## src/rtl/dfd_pkg.sv

```systemverilog
package dfd_pkg;

  // **************************************************
  // Sizes
  // **************************************************
  localparam int HW_GROUPS         = 16;
  localparam int HW_GROUP_WIDTH    = 16;
  localparam int DEBUG_BUS_WIDTH   = 32;
  localparam int TIMESTAMP_WIDTH   = 16;
  localparam int TRACE_DEPTH       = 64;
  localparam int TRACE_INDEX_WIDTH = 6;
  localparam int APB_ADDR_WIDTH    = 8;
  localparam int APB_DATA_WIDTH    = 32;

  // **************************************************
  // Types
  // **************************************************
  typedef logic [HW_GROUPS-1:0][HW_GROUP_WIDTH-1:0] hwGroups_t;

  typedef struct packed {
    logic start;
    logic stop;
    logic pulse;
  } traceAction_t;

  typedef enum logic {
    CAPTURE_ALL    = 1'b0,
    CAPTURE_CHANGE = 1'b1
  } captureMode_e;

  typedef enum logic {
    TRACE_IDLE = 1'b0,
    TRACE_RUN  = 1'b1
  } traceState_e;

  // APB register offsets
  typedef enum logic [APB_ADDR_WIDTH-1:0] {
    REG_CTRL     = 8'h00,
    REG_MUXSEL   = 8'h04,
    REG_STATUS   = 8'h08,
    REG_READIDX  = 8'h0C,
    REG_READDATA = 8'h10,
    REG_READTIME = 8'h14
  } regAddr_e;

  typedef struct packed {
    logic         enable;
    captureMode_e captureMode;
    logic         wrapEn;
    logic         clear;
    logic [3:0]   selLow;
    logic [3:0]   selHigh;
  } traceCfg_t;

  typedef struct packed {
    logic                       valid;
    logic [DEBUG_BUS_WIDTH-1:0] bus;
    traceAction_t               action;
  } debugSample_t;

  typedef struct packed {
    logic                       valid;
    logic [TIMESTAMP_WIDTH-1:0] timestamp;
    logic [DEBUG_BUS_WIDTH-1:0] data;
  } traceEntry_t;

  typedef struct packed {
    logic [TRACE_INDEX_WIDTH:0] fillCount;
    logic                       wrapped;
  } sinkStatus_t;

endpackage

```

## src/rtl/dfd_csr_regs.sv

```systemverilog
`timescale 1ns/1ps

module dfd_csr_regs
  import dfd_pkg::*;
(
  input  logic                         clk,
  input  logic                         i_reset,

  // APB slave
  input  logic [APB_ADDR_WIDTH-1:0]    i_paddr,
  input  logic                         i_psel,
  input  logic                         i_penable,
  input  logic                         i_pwrite,
  input  logic [APB_DATA_WIDTH-1:0]    i_pwdata,
  output logic                         o_pready,
  output logic [APB_DATA_WIDTH-1:0]    o_prdata,
  output logic                         o_pslverr,

  // Stage config and buffer read-back
  output traceCfg_t                    o_cfg,
  output logic [TRACE_INDEX_WIDTH-1:0] o_readIdx,
  input  traceEntry_t                  i_readEntry,
  input  sinkStatus_t                  i_status
);

  regAddr_e                     addr;
  logic                         access;
  logic                         mapped;
  logic                         readOnly;
  logic                         wrEn;
  traceCfg_t                    cfgReg;
  logic [TRACE_INDEX_WIDTH-1:0] readIdxReg;

  assign addr   = regAddr_e'(i_paddr);
  assign access = i_psel & i_penable;

  // **************************************************
  // Decode and read mux
  // **************************************************
  always_comb begin
    mapped   = 1'b1;
    readOnly = 1'b0;
    o_prdata = '0;
    case (addr)
      REG_CTRL: begin
        // Clear bit always reads back zero
        o_prdata[0] = cfgReg.enable;
        o_prdata[1] = cfgReg.captureMode;
        o_prdata[2] = cfgReg.wrapEn;
      end
      REG_MUXSEL: begin
        o_prdata[3:0] = cfgReg.selLow;
        o_prdata[7:4] = cfgReg.selHigh;
      end
      REG_STATUS: begin
        readOnly                      = 1'b1;
        o_prdata[TRACE_INDEX_WIDTH:0] = i_status.fillCount;
        o_prdata[8]                   = i_status.wrapped;
      end
      REG_READIDX: begin
        o_prdata[TRACE_INDEX_WIDTH-1:0] = readIdxReg;
      end
      REG_READDATA: begin
        readOnly = 1'b1;
        o_prdata = i_readEntry.data;
      end
      REG_READTIME: begin
        // Bit 16 flags an index inside the filled range
        readOnly                          = 1'b1;
        o_prdata[TIMESTAMP_WIDTH-1:0]     = i_readEntry.timestamp;
        o_prdata[TIMESTAMP_WIDTH]         = i_readEntry.valid;
      end
      default: begin
        mapped = 1'b0;
      end
    endcase
  end

  assign wrEn      = access & i_pwrite & mapped & ~readOnly;
  assign o_pslverr = access & (~mapped | (i_pwrite & readOnly));
  assign o_pready  = 1'b1;

  // **************************************************
  // Writable registers
  // **************************************************
  always_ff @(posedge clk) begin
    if (i_reset) begin
      cfgReg     <= '0;
      readIdxReg <= '0;
    end else begin
      cfgReg.clear <= 1'b0;
      if (wrEn) begin
        case (addr)
          REG_CTRL: begin
            cfgReg.enable      <= i_pwdata[0];
            cfgReg.captureMode <= captureMode_e'(i_pwdata[1]);
            cfgReg.wrapEn      <= i_pwdata[2];
            cfgReg.clear       <= i_pwdata[3];
          end
          REG_MUXSEL: begin
            cfgReg.selLow  <= i_pwdata[3:0];
            cfgReg.selHigh <= i_pwdata[7:4];
          end
          REG_READIDX: begin
            readIdxReg <= i_pwdata[TRACE_INDEX_WIDTH-1:0];
          end
          default: begin
          end
        endcase
      end
    end
  end

  assign o_cfg     = cfgReg;
  assign o_readIdx = readIdxReg;

endmodule

```

## src/rtl/dfd_debug_mux.sv

```systemverilog
`timescale 1ns/1ps

module dfd_debug_mux
  import dfd_pkg::*;
(
  input  logic         clk,
  input  logic         i_reset,
  input  hwGroups_t    i_hwGroups,
  input  logic         i_traceStart,
  input  logic         i_traceStop,
  input  logic         i_tracePulse,
  input  traceCfg_t    i_cfg,
  output debugSample_t o_sample
);

  logic [DEBUG_BUS_WIDTH-1:0] busSel;
  traceAction_t               actionIn;

  // High group in the upper half of the bus
  assign busSel = {i_hwGroups[i_cfg.selHigh], i_hwGroups[i_cfg.selLow]};

  assign actionIn.start = i_traceStart;
  assign actionIn.stop  = i_traceStop;
  assign actionIn.pulse = i_tracePulse;

  always_ff @(posedge clk) begin
    if (i_reset) begin
      o_sample.valid <= 1'b0;
    end else begin
      o_sample.valid <= 1'b1;
    end
  end

  // Actions registered with the bus so both reach the controller together
  always_ff @(posedge clk) begin
    o_sample.bus    <= busSel;
    o_sample.action <= actionIn;
  end

endmodule

```

## src/rtl/dfd_packetizer.sv

```systemverilog
`timescale 1ns/1ps

module dfd_packetizer
  import dfd_pkg::*;
(
  input  logic        clk,
  input  logic        i_reset,
  input  logic        i_timeTick,
  input  traceEntry_t i_entry,
  output traceEntry_t o_entry
);

  logic [TIMESTAMP_WIDTH-1:0] tickCount;

  // Free running tick count that wraps at 2^16
  always_ff @(posedge clk) begin
    if (i_reset) begin
      tickCount <= '0;
    end else if (i_timeTick) begin
      tickCount <= tickCount + 1'b1;
    end
  end

  always_ff @(posedge clk) begin
    if (i_reset) begin
      o_entry.valid <= 1'b0;
    end else begin
      o_entry.valid <= i_entry.valid;
    end
  end

  // Stamp with ticks seen before this edge
  always_ff @(posedge clk) begin
    o_entry.data      <= i_entry.data;
    o_entry.timestamp <= tickCount;
  end

endmodule

```

## src/rtl/dfd_top.sv

```systemverilog
`timescale 1ns/1ps

module dfd_top
  import dfd_pkg::*;
(
  input  logic                      clk,
  input  logic                      i_reset,

  // Debug sources and trace actions
  input  hwGroups_t                 i_hwGroups,
  input  logic                      i_traceStart,
  input  logic                      i_traceStop,
  input  logic                      i_tracePulse,
  input  logic                      i_timeTick,

  // APB slave
  input  logic [APB_ADDR_WIDTH-1:0] i_paddr,
  input  logic                      i_psel,
  input  logic                      i_penable,
  input  logic                      i_pwrite,
  input  logic [APB_DATA_WIDTH-1:0] i_pwdata,
  output logic                      o_pready,
  output logic [APB_DATA_WIDTH-1:0] o_prdata,
  output logic                      o_pslverr
);

  traceCfg_t                    cfg;
  logic [TRACE_INDEX_WIDTH-1:0] readIdx;
  traceEntry_t                  readEntry;
  sinkStatus_t                  status;
  debugSample_t                 sample;
  traceEntry_t                  ctrlEntry;
  traceEntry_t                  pktEntry;

  dfd_csr_regs u_csrRegs (
    .clk         (clk),
    .i_reset     (i_reset),
    .i_paddr     (i_paddr),
    .i_psel      (i_psel),
    .i_penable   (i_penable),
    .i_pwrite    (i_pwrite),
    .i_pwdata    (i_pwdata),
    .o_pready    (o_pready),
    .o_prdata    (o_prdata),
    .o_pslverr   (o_pslverr),
    .o_cfg       (cfg),
    .o_readIdx   (readIdx),
    .i_readEntry (readEntry),
    .i_status    (status)
  );

  // **************************************************
  // Trace pipeline from the mux through ctrl and packetizer to the sink
  // **************************************************
  dfd_debug_mux u_debugMux (
    .clk          (clk),
    .i_reset      (i_reset),
    .i_hwGroups   (i_hwGroups),
    .i_traceStart (i_traceStart),
    .i_traceStop  (i_traceStop),
    .i_tracePulse (i_tracePulse),
    .i_cfg        (cfg),
    .o_sample     (sample)
  );

  dfd_trace_ctrl u_traceCtrl (
    .clk      (clk),
    .i_reset  (i_reset),
    .i_cfg    (cfg),
    .i_sample (sample),
    .o_entry  (ctrlEntry)
  );

  dfd_packetizer u_packetizer (
    .clk        (clk),
    .i_reset    (i_reset),
    .i_timeTick (i_timeTick),
    .i_entry    (ctrlEntry),
    .o_entry    (pktEntry)
  );

  dfd_trace_sink u_traceSink (
    .clk         (clk),
    .i_reset     (i_reset),
    .i_cfg       (cfg),
    .i_entry     (pktEntry),
    .i_readIdx   (readIdx),
    .o_readEntry (readEntry),
    .o_status    (status)
  );

endmodule

```

## src/rtl/dfd_trace_ctrl.sv

```systemverilog
`timescale 1ns/1ps

module dfd_trace_ctrl
  import dfd_pkg::*;
(
  input  logic         clk,
  input  logic         i_reset,
  input  traceCfg_t    i_cfg,
  input  debugSample_t i_sample,
  output traceEntry_t  o_entry
);

  traceState_e                state;
  traceState_e                stateNext;
  traceAction_t               act;
  logic [DEBUG_BUS_WIDTH-1:0] lastBus;
  logic                       haveLast;
  logic                       wasRun;
  logic                       trigHit;
  logic                       changed;
  logic                       capture;

  assign act    = i_sample.action;
  assign wasRun = (state == TRACE_RUN);

  // Stop beats start
  always_comb begin
    stateNext = state;
    if (act.stop) begin
      stateNext = TRACE_IDLE;
    end else if (act.start) begin
      stateNext = TRACE_RUN;
    end
  end

  // **************************************************
  // Capture decision
  // **************************************************
  assign trigHit = i_cfg.enable &
                   ((wasRun & ~act.stop) | (act.start & ~act.stop) | act.pulse);

  // First sample after reset or clear always counts as a change
  assign changed = ~haveLast | (i_sample.bus != lastBus);

  assign capture = i_sample.valid & trigHit &
                   ((i_cfg.captureMode == CAPTURE_ALL) | changed);

  always_ff @(posedge clk) begin
    if (i_reset || i_cfg.clear) begin
      state         <= TRACE_IDLE;
      haveLast      <= 1'b0;
      o_entry.valid <= 1'b0;
    end else begin
      o_entry.valid <= capture;
      if (i_sample.valid) begin
        state <= stateNext;
      end
      if (capture) begin
        haveLast <= 1'b1;
      end
    end
  end

  always_ff @(posedge clk) begin
    o_entry.data      <= i_sample.bus;
    o_entry.timestamp <= '0;
    if (capture) begin
      lastBus <= i_sample.bus;
    end
  end

endmodule

```

## src/rtl/dfd_trace_sink.sv

```systemverilog
`timescale 1ns/1ps

module dfd_trace_sink
  import dfd_pkg::*;
(
  input  logic                         clk,
  input  logic                         i_reset,
  input  traceCfg_t                    i_cfg,
  input  traceEntry_t                  i_entry,
  input  logic [TRACE_INDEX_WIDTH-1:0] i_readIdx,
  output traceEntry_t                  o_readEntry,
  output sinkStatus_t                  o_status
);

  logic [TIMESTAMP_WIDTH+DEBUG_BUS_WIDTH-1:0] traceMem [TRACE_DEPTH];

  logic [TRACE_INDEX_WIDTH-1:0] wrPtr;
  logic [TRACE_INDEX_WIDTH-1:0] rdAddr;
  logic [TRACE_INDEX_WIDTH:0]   fillCount;
  logic                         wrapped;
  logic                         full;
  logic                         wrEn;

  assign full = (fillCount == (TRACE_INDEX_WIDTH + 1)'(TRACE_DEPTH));

  // Without wrap a full buffer drops new entries
  assign wrEn = i_entry.valid & ~i_cfg.clear & (~full | i_cfg.wrapEn);

  // **************************************************
  // Pointer, count and wrap flag
  // **************************************************
  always_ff @(posedge clk) begin
    if (i_reset || i_cfg.clear) begin
      wrPtr     <= '0;
      fillCount <= '0;
      wrapped   <= 1'b0;
    end else if (wrEn) begin
      wrPtr <= wrPtr + 1'b1;
      if (full) begin
        wrapped <= 1'b1;
      end else begin
        fillCount <= fillCount + 1'b1;
      end
    end
  end

  always_ff @(posedge clk) begin
    if (wrEn) begin
      traceMem[wrPtr] <= {i_entry.timestamp, i_entry.data};
    end
  end

  // **************************************************
  // Read-back with index 0 as the oldest entry
  // **************************************************
  assign rdAddr = wrapped ? (wrPtr + i_readIdx) : i_readIdx;

  assign o_readEntry.valid = ({1'b0, i_readIdx} < fillCount);
  assign {o_readEntry.timestamp, o_readEntry.data} = traceMem[rdAddr];

  assign o_status.fillCount = fillCount;
  assign o_status.wrapped   = wrapped;

endmodule

```

## config.mk

```make
export PLATFORM = sky130hd
export DESIGN_NAME = dfd_top
export DESIGN_NICKNAME = d
export VERILOG_FILES = /design/src/rtl/dfd_pkg.sv /design/src/rtl/dfd_csr_regs.sv /design/src/rtl/dfd_debug_mux.sv /design/src/rtl/dfd_packetizer.sv /design/src/rtl/dfd_top.sv /design/src/rtl/dfd_trace_ctrl.sv /design/src/rtl/dfd_trace_sink.sv
export SDC_FILE = /design/constraint.sdc
export NUM_CORES = 2
export LEC_CHECK = 0
export BUFFER_PORTS_ARGS = -buffer_cell sky130_fd_sc_hd__buf_2
export CAP_MARGIN = 20
export CORE_MARGIN = 5
export CORE_UTILIZATION = 35
export DETAILED_ROUTE_END_ITERATION = 12
export PLACE_DENSITY_LB_ADDON = 0.05
export SETUP_SLACK_MARGIN = 0.4
export SYNTH_ARGS = -nofsm -noshare
export SYNTH_HDL_FRONTEND = slang
export SYNTH_SLANG_ARGS = --single-unit
```

## constraint.sdc

```tcl
create_clock -name clk -period 4.5 [get_ports clk]
set_input_delay 0.9 -clock clk [delete_from_list [all_inputs] [get_ports clk]]
set_output_delay 0.9 -clock clk [all_outputs]
set_load 0.03 [all_outputs]
```

== Word level (Yosys, flattened, before mapping) ==
Memory sizes are Yosys's and may differ from the RTL's.
Index checks and enable logic that the tools add are counted.
Word-level totals
  memories kept: 1
  logic and storage cells: 98
  output and inout port bits: 34
  memory bits (writable): 3072
  bits in registers: 200
Cells by class
  $add $sub $neg: 4
  reduce and logical (&&, ||, !) cells: 12
  magnitude comparators: 3
  equality and inequality tests: 7
  bitwise operators: 28
  mux-type cells: 19
Memories
  u_traceSink.traceMem: words 64, bits a word 48, rd ports 1, clocked after memory_dff 0, wr ports 1, line dfd_trace_sink.sv:15  | logic [TIMESTAMP_WIDTH+DEBUG_BUS_WIDTH-1:0] traceMem [TRACE_DEPTH];
Operators by type and width (count)
  binary-select mux 16 bit (select 4 bit): 2
  2-to-1 mux 16 bit: 2
  inequality test 32 bit: 1
  case mux 3 bit (6 select lines): 1
  adder 16 x 1 -> 16 bit (second input constant): 1
  equality test 8 x 4 -> 1 bit (second input constant): 2
  equality test 8 x 5 -> 1 bit (second input constant): 2
  case mux 8 bit (2 select lines): 1
  2-to-1 mux 15 bit: 1
  case mux 3 bit (5 select lines): 1
  bitwise AND 1 bit: 13
  AND reduction 2 bit: 6
  less-than comparator 4 x 5 -> 1 bit (second input constant): 2
  inverter 1 bit: 9
  equality test 8 x 3 -> 1 bit (second input constant): 1
  logical NOT 8 bit: 1
  adder 7 x 1 -> 7 bit (second input constant): 1
  equality test 7 bit (second input constant): 1
  less-than comparator 6 x 7 -> 1 bit: 1
  2-to-1 mux 1 bit: 7
  adder 6 x 1 -> 6 bit (second input constant): 1
  adder 6 bit: 1
  2-to-1 mux 6 bit: 1
  bitwise OR 1 bit: 6
  6 further kinds: 8

== Longest topological paths before layout ==
  depth after elaboration: 7
  depth in mapped cells: 16
  mapped depth without buffers: 11

== Cells and area by module ==
A second synthesis with hierarchy kept.
Second synthesis, totals
  cells, all modules: 6363
  area total of the unflattened synthesis: 128695.9 um^2
By module, submodules not included
  dfd_trace_sink: area an instance 118755.1 um^2, cells each 5618, times used 1
  dfd_debug_mux: area an instance 4576.9 um^2, cells each 311, times used 1
  dfd_trace_ctrl: area an instance 2199.6 um^2, cells each 138, times used 1
  dfd_packetizer: area an instance 1731.7 um^2, cells each 134, times used 1
  dfd_csr_regs: area an instance 1432.6 um^2, cells each 162, times used 1

== Worst setup path after synthesis ==
Ideal clock, no wire load.
  path type: register to output
  start point: register u_traceSink.wrPtr[0]
  end point: output port o_prdata[8]
  cell stages (with the launch flop): 15
  data arrival time: 3.836 ns
  setup slack: -0.236 ns
  cells stage by stage: dfxtp_1 > ha_1 > inv_1 > fa_1 > xnor2_2 > a21o_1 > buf_6 > buf_6 > buf_4 > buf_4 > buf_2 > nand2_1 > a32oi_1 > a31oi_1 > o41ai_1
Between the ends
  cells in the longest elaborated chain, start to end: 4
Ends and longest elaborated chain
  start: declaration: line dfd_trace_sink.sv:17  | logic [TRACE_INDEX_WIDTH-1:0] wrPtr;
  start signal: assignment: line dfd_trace_sink.sv:38  | wrPtr <= wrPtr + 1'b1;
  adder 6 bit: line dfd_trace_sink.sv:56  | assign rdAddr = wrapped ? (wrPtr + i_readIdx) : i_readIdx;
  2-to-1 mux 6 bit: line dfd_trace_sink.sv:56
  memory read (64 x 48 bit)
  case mux 1 bit (3 select lines): line dfd_csr_regs.sv:44  | case (addr)
  end: declaration: line dfd_top.sv:23  | output logic [APB_DATA_WIDTH-1:0] o_prdata,
Every way passes these cells.

== Worst setup path after layout ==
  start point: register u_csrRegs.readIdxReg[0] (netlist: u_csrRegs.o_readIdx[0])
  end point: output port o_prdata[2]
Between the ends
  cells in the longest elaborated chain, start to end: 4
Ends and longest elaborated chain
  start: declaration: line dfd_csr_regs.sv:32  | logic [TRACE_INDEX_WIDTH-1:0] readIdxReg;
  start signal: assignment: line dfd_csr_regs.sv:105  | readIdxReg <= i_pwdata[TRACE_INDEX_WIDTH-1:0];
  adder 6 bit: line dfd_trace_sink.sv:56
  2-to-1 mux 6 bit (*): line dfd_trace_sink.sv:56
  memory read (64 x 48 bit) (*)
  case mux 3 bit (6 select lines) (*): line dfd_csr_regs.sv:44
Every way passes the cells marked *; elsewhere a longest branch is shown, timed or not.

==> reports/qor.yml <==
global_route:
  grt.overflow.total: 0
  grt_pass1_vias: 72900
  grt_usage_pct: 24.5
  grt_max_degree: 66
  grt_pass1_wl_um: 641000
  grt_antenna_before_repair: 52
route:
  viasPerCell: 5.58
  firstDrtPassIters: 7
  ant_nets: 0
  wl_per_cell_um: 37.4
  drtIter0Drc: 7221
  num_vias: 71600
  wl_um: 480000
  drc_errors: 0
sta:
  worst_slew_pin_slew_ns: 1.21
  fmax_mhz: 169
  drv_slew: 0
  max-slew-margin-rel_pct: 18.8
  finalSetupViolations: 32
  hold_violations: 0
  tns_ns: -31.95
  worst_hold_slack_ns: 0.257
  setup_ws_ns: -1.43
  post-route-min-period_ns: 5.93
  rsz0062_at_grt: "yes"
  skew_ns: 0.0486
  fin_crit_sh_pct: 132
synthesis:
  ys.flop_type: "edfxtp_1"
  syn_nets: 6939
  syn_inst: 6619
  avgSynthCellArea_um2: 19.4
  netlist_area_um2: 129000
  ys_ff_latch: 3272
  ys_async_sr_fraction_pct: 0
  yosys_warnings: 0
  synth.distinct_cells: 75
  synth-edff-count: 3104
  ys_seq_area_share_pct: 75.0
clock_tree:
  path_clk_slew_ns: 0.06
  clk-insertion-delay-late_ns: 0.96
  htreeDepth: 5
  root_buffer: "clkbuf_16"
  clockBufferDepth: 4
  cts_tree: "yes"
  cts_inserted_buffers: 367
  clkSinkCount: 3272
power_and_ir_drop:
  power_density_nw_per_um2: 406
  p_total_mw: 64.5
  vdd_drop_max_mv: 0.266
  p_leak_nw: 50.2
finish:
  fin_util_pct: 43.4
  drive_gt1_share_pct: 35.4
  mostFrequentLayoutCells: "edfxtp_1, nand2_1, mux4_2, buf_4, clkbuf_16"
  layout_commonest_cell: "edfxtp_1"
  nets: 7994
  fillers: 32100
  area_growth_pct: 23.4
place:
  post-place-ws_ns: -1.04
  gp_congestion: 0.836
  hpwl_um: 273000
  io_buffers: 313
setup_path:
  arrival_ns: 5.03
  path_class: "reg2out"
  cp-start-kind: "register"
  crit_fanout: 5
  crit_path_end_kind: "output port"
  rrSetupSlack_ns: 0.63
  cp.required_ns: 3.60
run_status:
  violations: "negative setup slack"
  outcome: "finished with violations"
run:
  drv_cap: 0
hold_path:
  hp-class: "in2reg"
die:
  io_pins: 339
  die_y_um: 616
  die-area_um2: 380000
  core_area_um2: 366000
  fp.dieW_um: 616
  initial_utilization_pct: 35.2
  num_rows: 222
-- worst paths after layout --
| path | start | endpoint | cells past startpoint |
|---|---|---|---|
| max | u_csrRegs.o_readIdx[0]$_SDFFE_PP0P_ | o_prdata[2] | 17 |
| min | i_pwdata[1] | u_csrRegs.o_cfg[10]$_SDFFE_PP0N_ | 3 |
| max reg2reg | u_traceSink.fillCount[0]$_SDFFE_PP0P_ | u_traceSink.traceMem[3][14]$_DFFE_PP_ | 8 |
| min reg2reg | u_traceCtrl.o_entry[24]$_DFF_P_ | u_packetizer.o_entry[24]$_DFF_P_ | 0 |
-- logic make-up after synthesis --
logic type	count (synthesis)	synth area share (%)
AO/OA/AOI/OAI	336	2.04
multiplexers	1009	15.7
other	1	0.00291
buffers and inverters	418	1.59
AND/OR/NAND/NOR	1508	5.10
flip-flops	3272	75.0
XOR/XNOR	60	0.414
adder cells (fa/ha/maj)	15	0.152
-- layout make-up --
type | count | area (um^2) | area share, %
Antenna cell | 41 | 103 | 0.0646
Clock buffer | 489 | 10200 | 6.41
Clock inverter | 194 | 1920 | 1.21
Inverter | 16 | 60.1 | 0.0378
Multi-Input combinational cell | 2929 | 32300 | 20.4
Sequential cell | 3272 | 96700 | 60.8
Tap cell | 4816 | 6030 | 3.79
Timing Repair Buffer | 1088 | 11600 | 7.30
-- synth_stat cells, types with 9 or more instances --
| master | count | area share (%) |
|---|---|---|
| edfxtp_1 | 3104 | 72 |
| nand2_1 | 870 | 2.5 |
| mux4_2 | 803 | 14 |
| nand3_1 | 260 | 1.0 |
| mux2i_1 | 200 | 1.6 |
| buf_2 | 194 | 0.75 |
| dfxtp_1 | 168 | 2.6 |
| nor2_1 | 148 | 0.43 |
| a311oi_1 | 108 | 0.73 |
| clkbuf_1 | 103 | 0.30 |
| and3_1 | 91 | 0.44 |
| buf_4 | 54 | 0.31 |
| a32oi_1 | 51 | 0.35 |
| buf_1 | 46 | 0.13 |
| nand4_1 | 43 | 0.21 |
| xor2_1 | 42 | 0.29 |
| nor3_1 | 39 | 0.15 |
| a21oi_1 | 32 | 0.12 |
| o21ai_0 | 28 | 0.11 |
| a31oi_1 | 21 | 0.10 |
| xnor2_1 | 17 | 0.12 |
| inv_1 | 16 | 0.047 |
| ha_1 | 14 | 0.14 |
| a22o_1 | 10 | 0.068 |
| a22oi_1 | 9 | 0.052 |
| nor2b_1 | 9 | 0.044 |
| nor4_1 | 9 | 0.044 |
-- worst max-delay path, cell delays in order (launching register included) --
cell and delay, ns:
dfxtp_2 0.35, ha_4 0.14, inv_2 0.04, fa_2 0.53, and2_4 0.16, nor2_4 0.04
buf_12 0.15, buf_12 0.14, buf_12 0.14, buf_12 0.12, mux4_2 0.26, mux2i_4 0.09
a2111oi_4 0.32, a211oi_2 0.06, buf_4 0.14, o211ai_1 0.94, buf_4 0.32, buf_6 0.15
-- flip-flops by register name, summed over array words and instances, names as in the netlist --
signal	cells
u_debugMux.o_sample	36
u_csrRegs.o_readIdx	6
u_traceSink.wrapped	1
u_packetizer.tickCount	16
u_traceCtrl.o_entry	33
u_traceSink.wrPtr	6
u_packetizer.o_entry	49
u_traceSink.fillCount	7
u_traceCtrl.haveLast	1
u_csrRegs.o_cfg	12
u_traceCtrl.state	1
u_traceSink.traceMem	3072
u_traceCtrl.lastBus	32
-- stage by stage --
stage               cell area, um^2  instances
finish                       159000      12800
global route                 159000      12800
CTS                          156000      12700
detailed placement           142000      12000
global placement             142000      12000
floorplan                    129000       6619
-- routing by layer --
layer	GRT usage [%]	wire length, um
met5	0	368
met1	33.7	205000
met4	5.90	13100
met2	41.4	236000
met3	3.24	25200
-- where the power goes --
part	internal [mW]	switching (mW)
combinational	0.270	0.397
clock	17.8	12.6
sequential	33.2	0.187
total	51.3	13.2
-- timing repair --
| action | CTS | global route |
|---|---|---|
| setup buffers | 32 | 50 |
| pin swaps | 53 | 110 |
| endpoints found under the hold margin | 3 | 0 |
| endpoints found under the setup margin | 32 | 32 |
| gates cloned | 17 | 21 |
| resized for setup | 229 | 293 |
| hold buffers | 3 | 0 |
No activity file was read; power rests on OpenSTA's default activity.
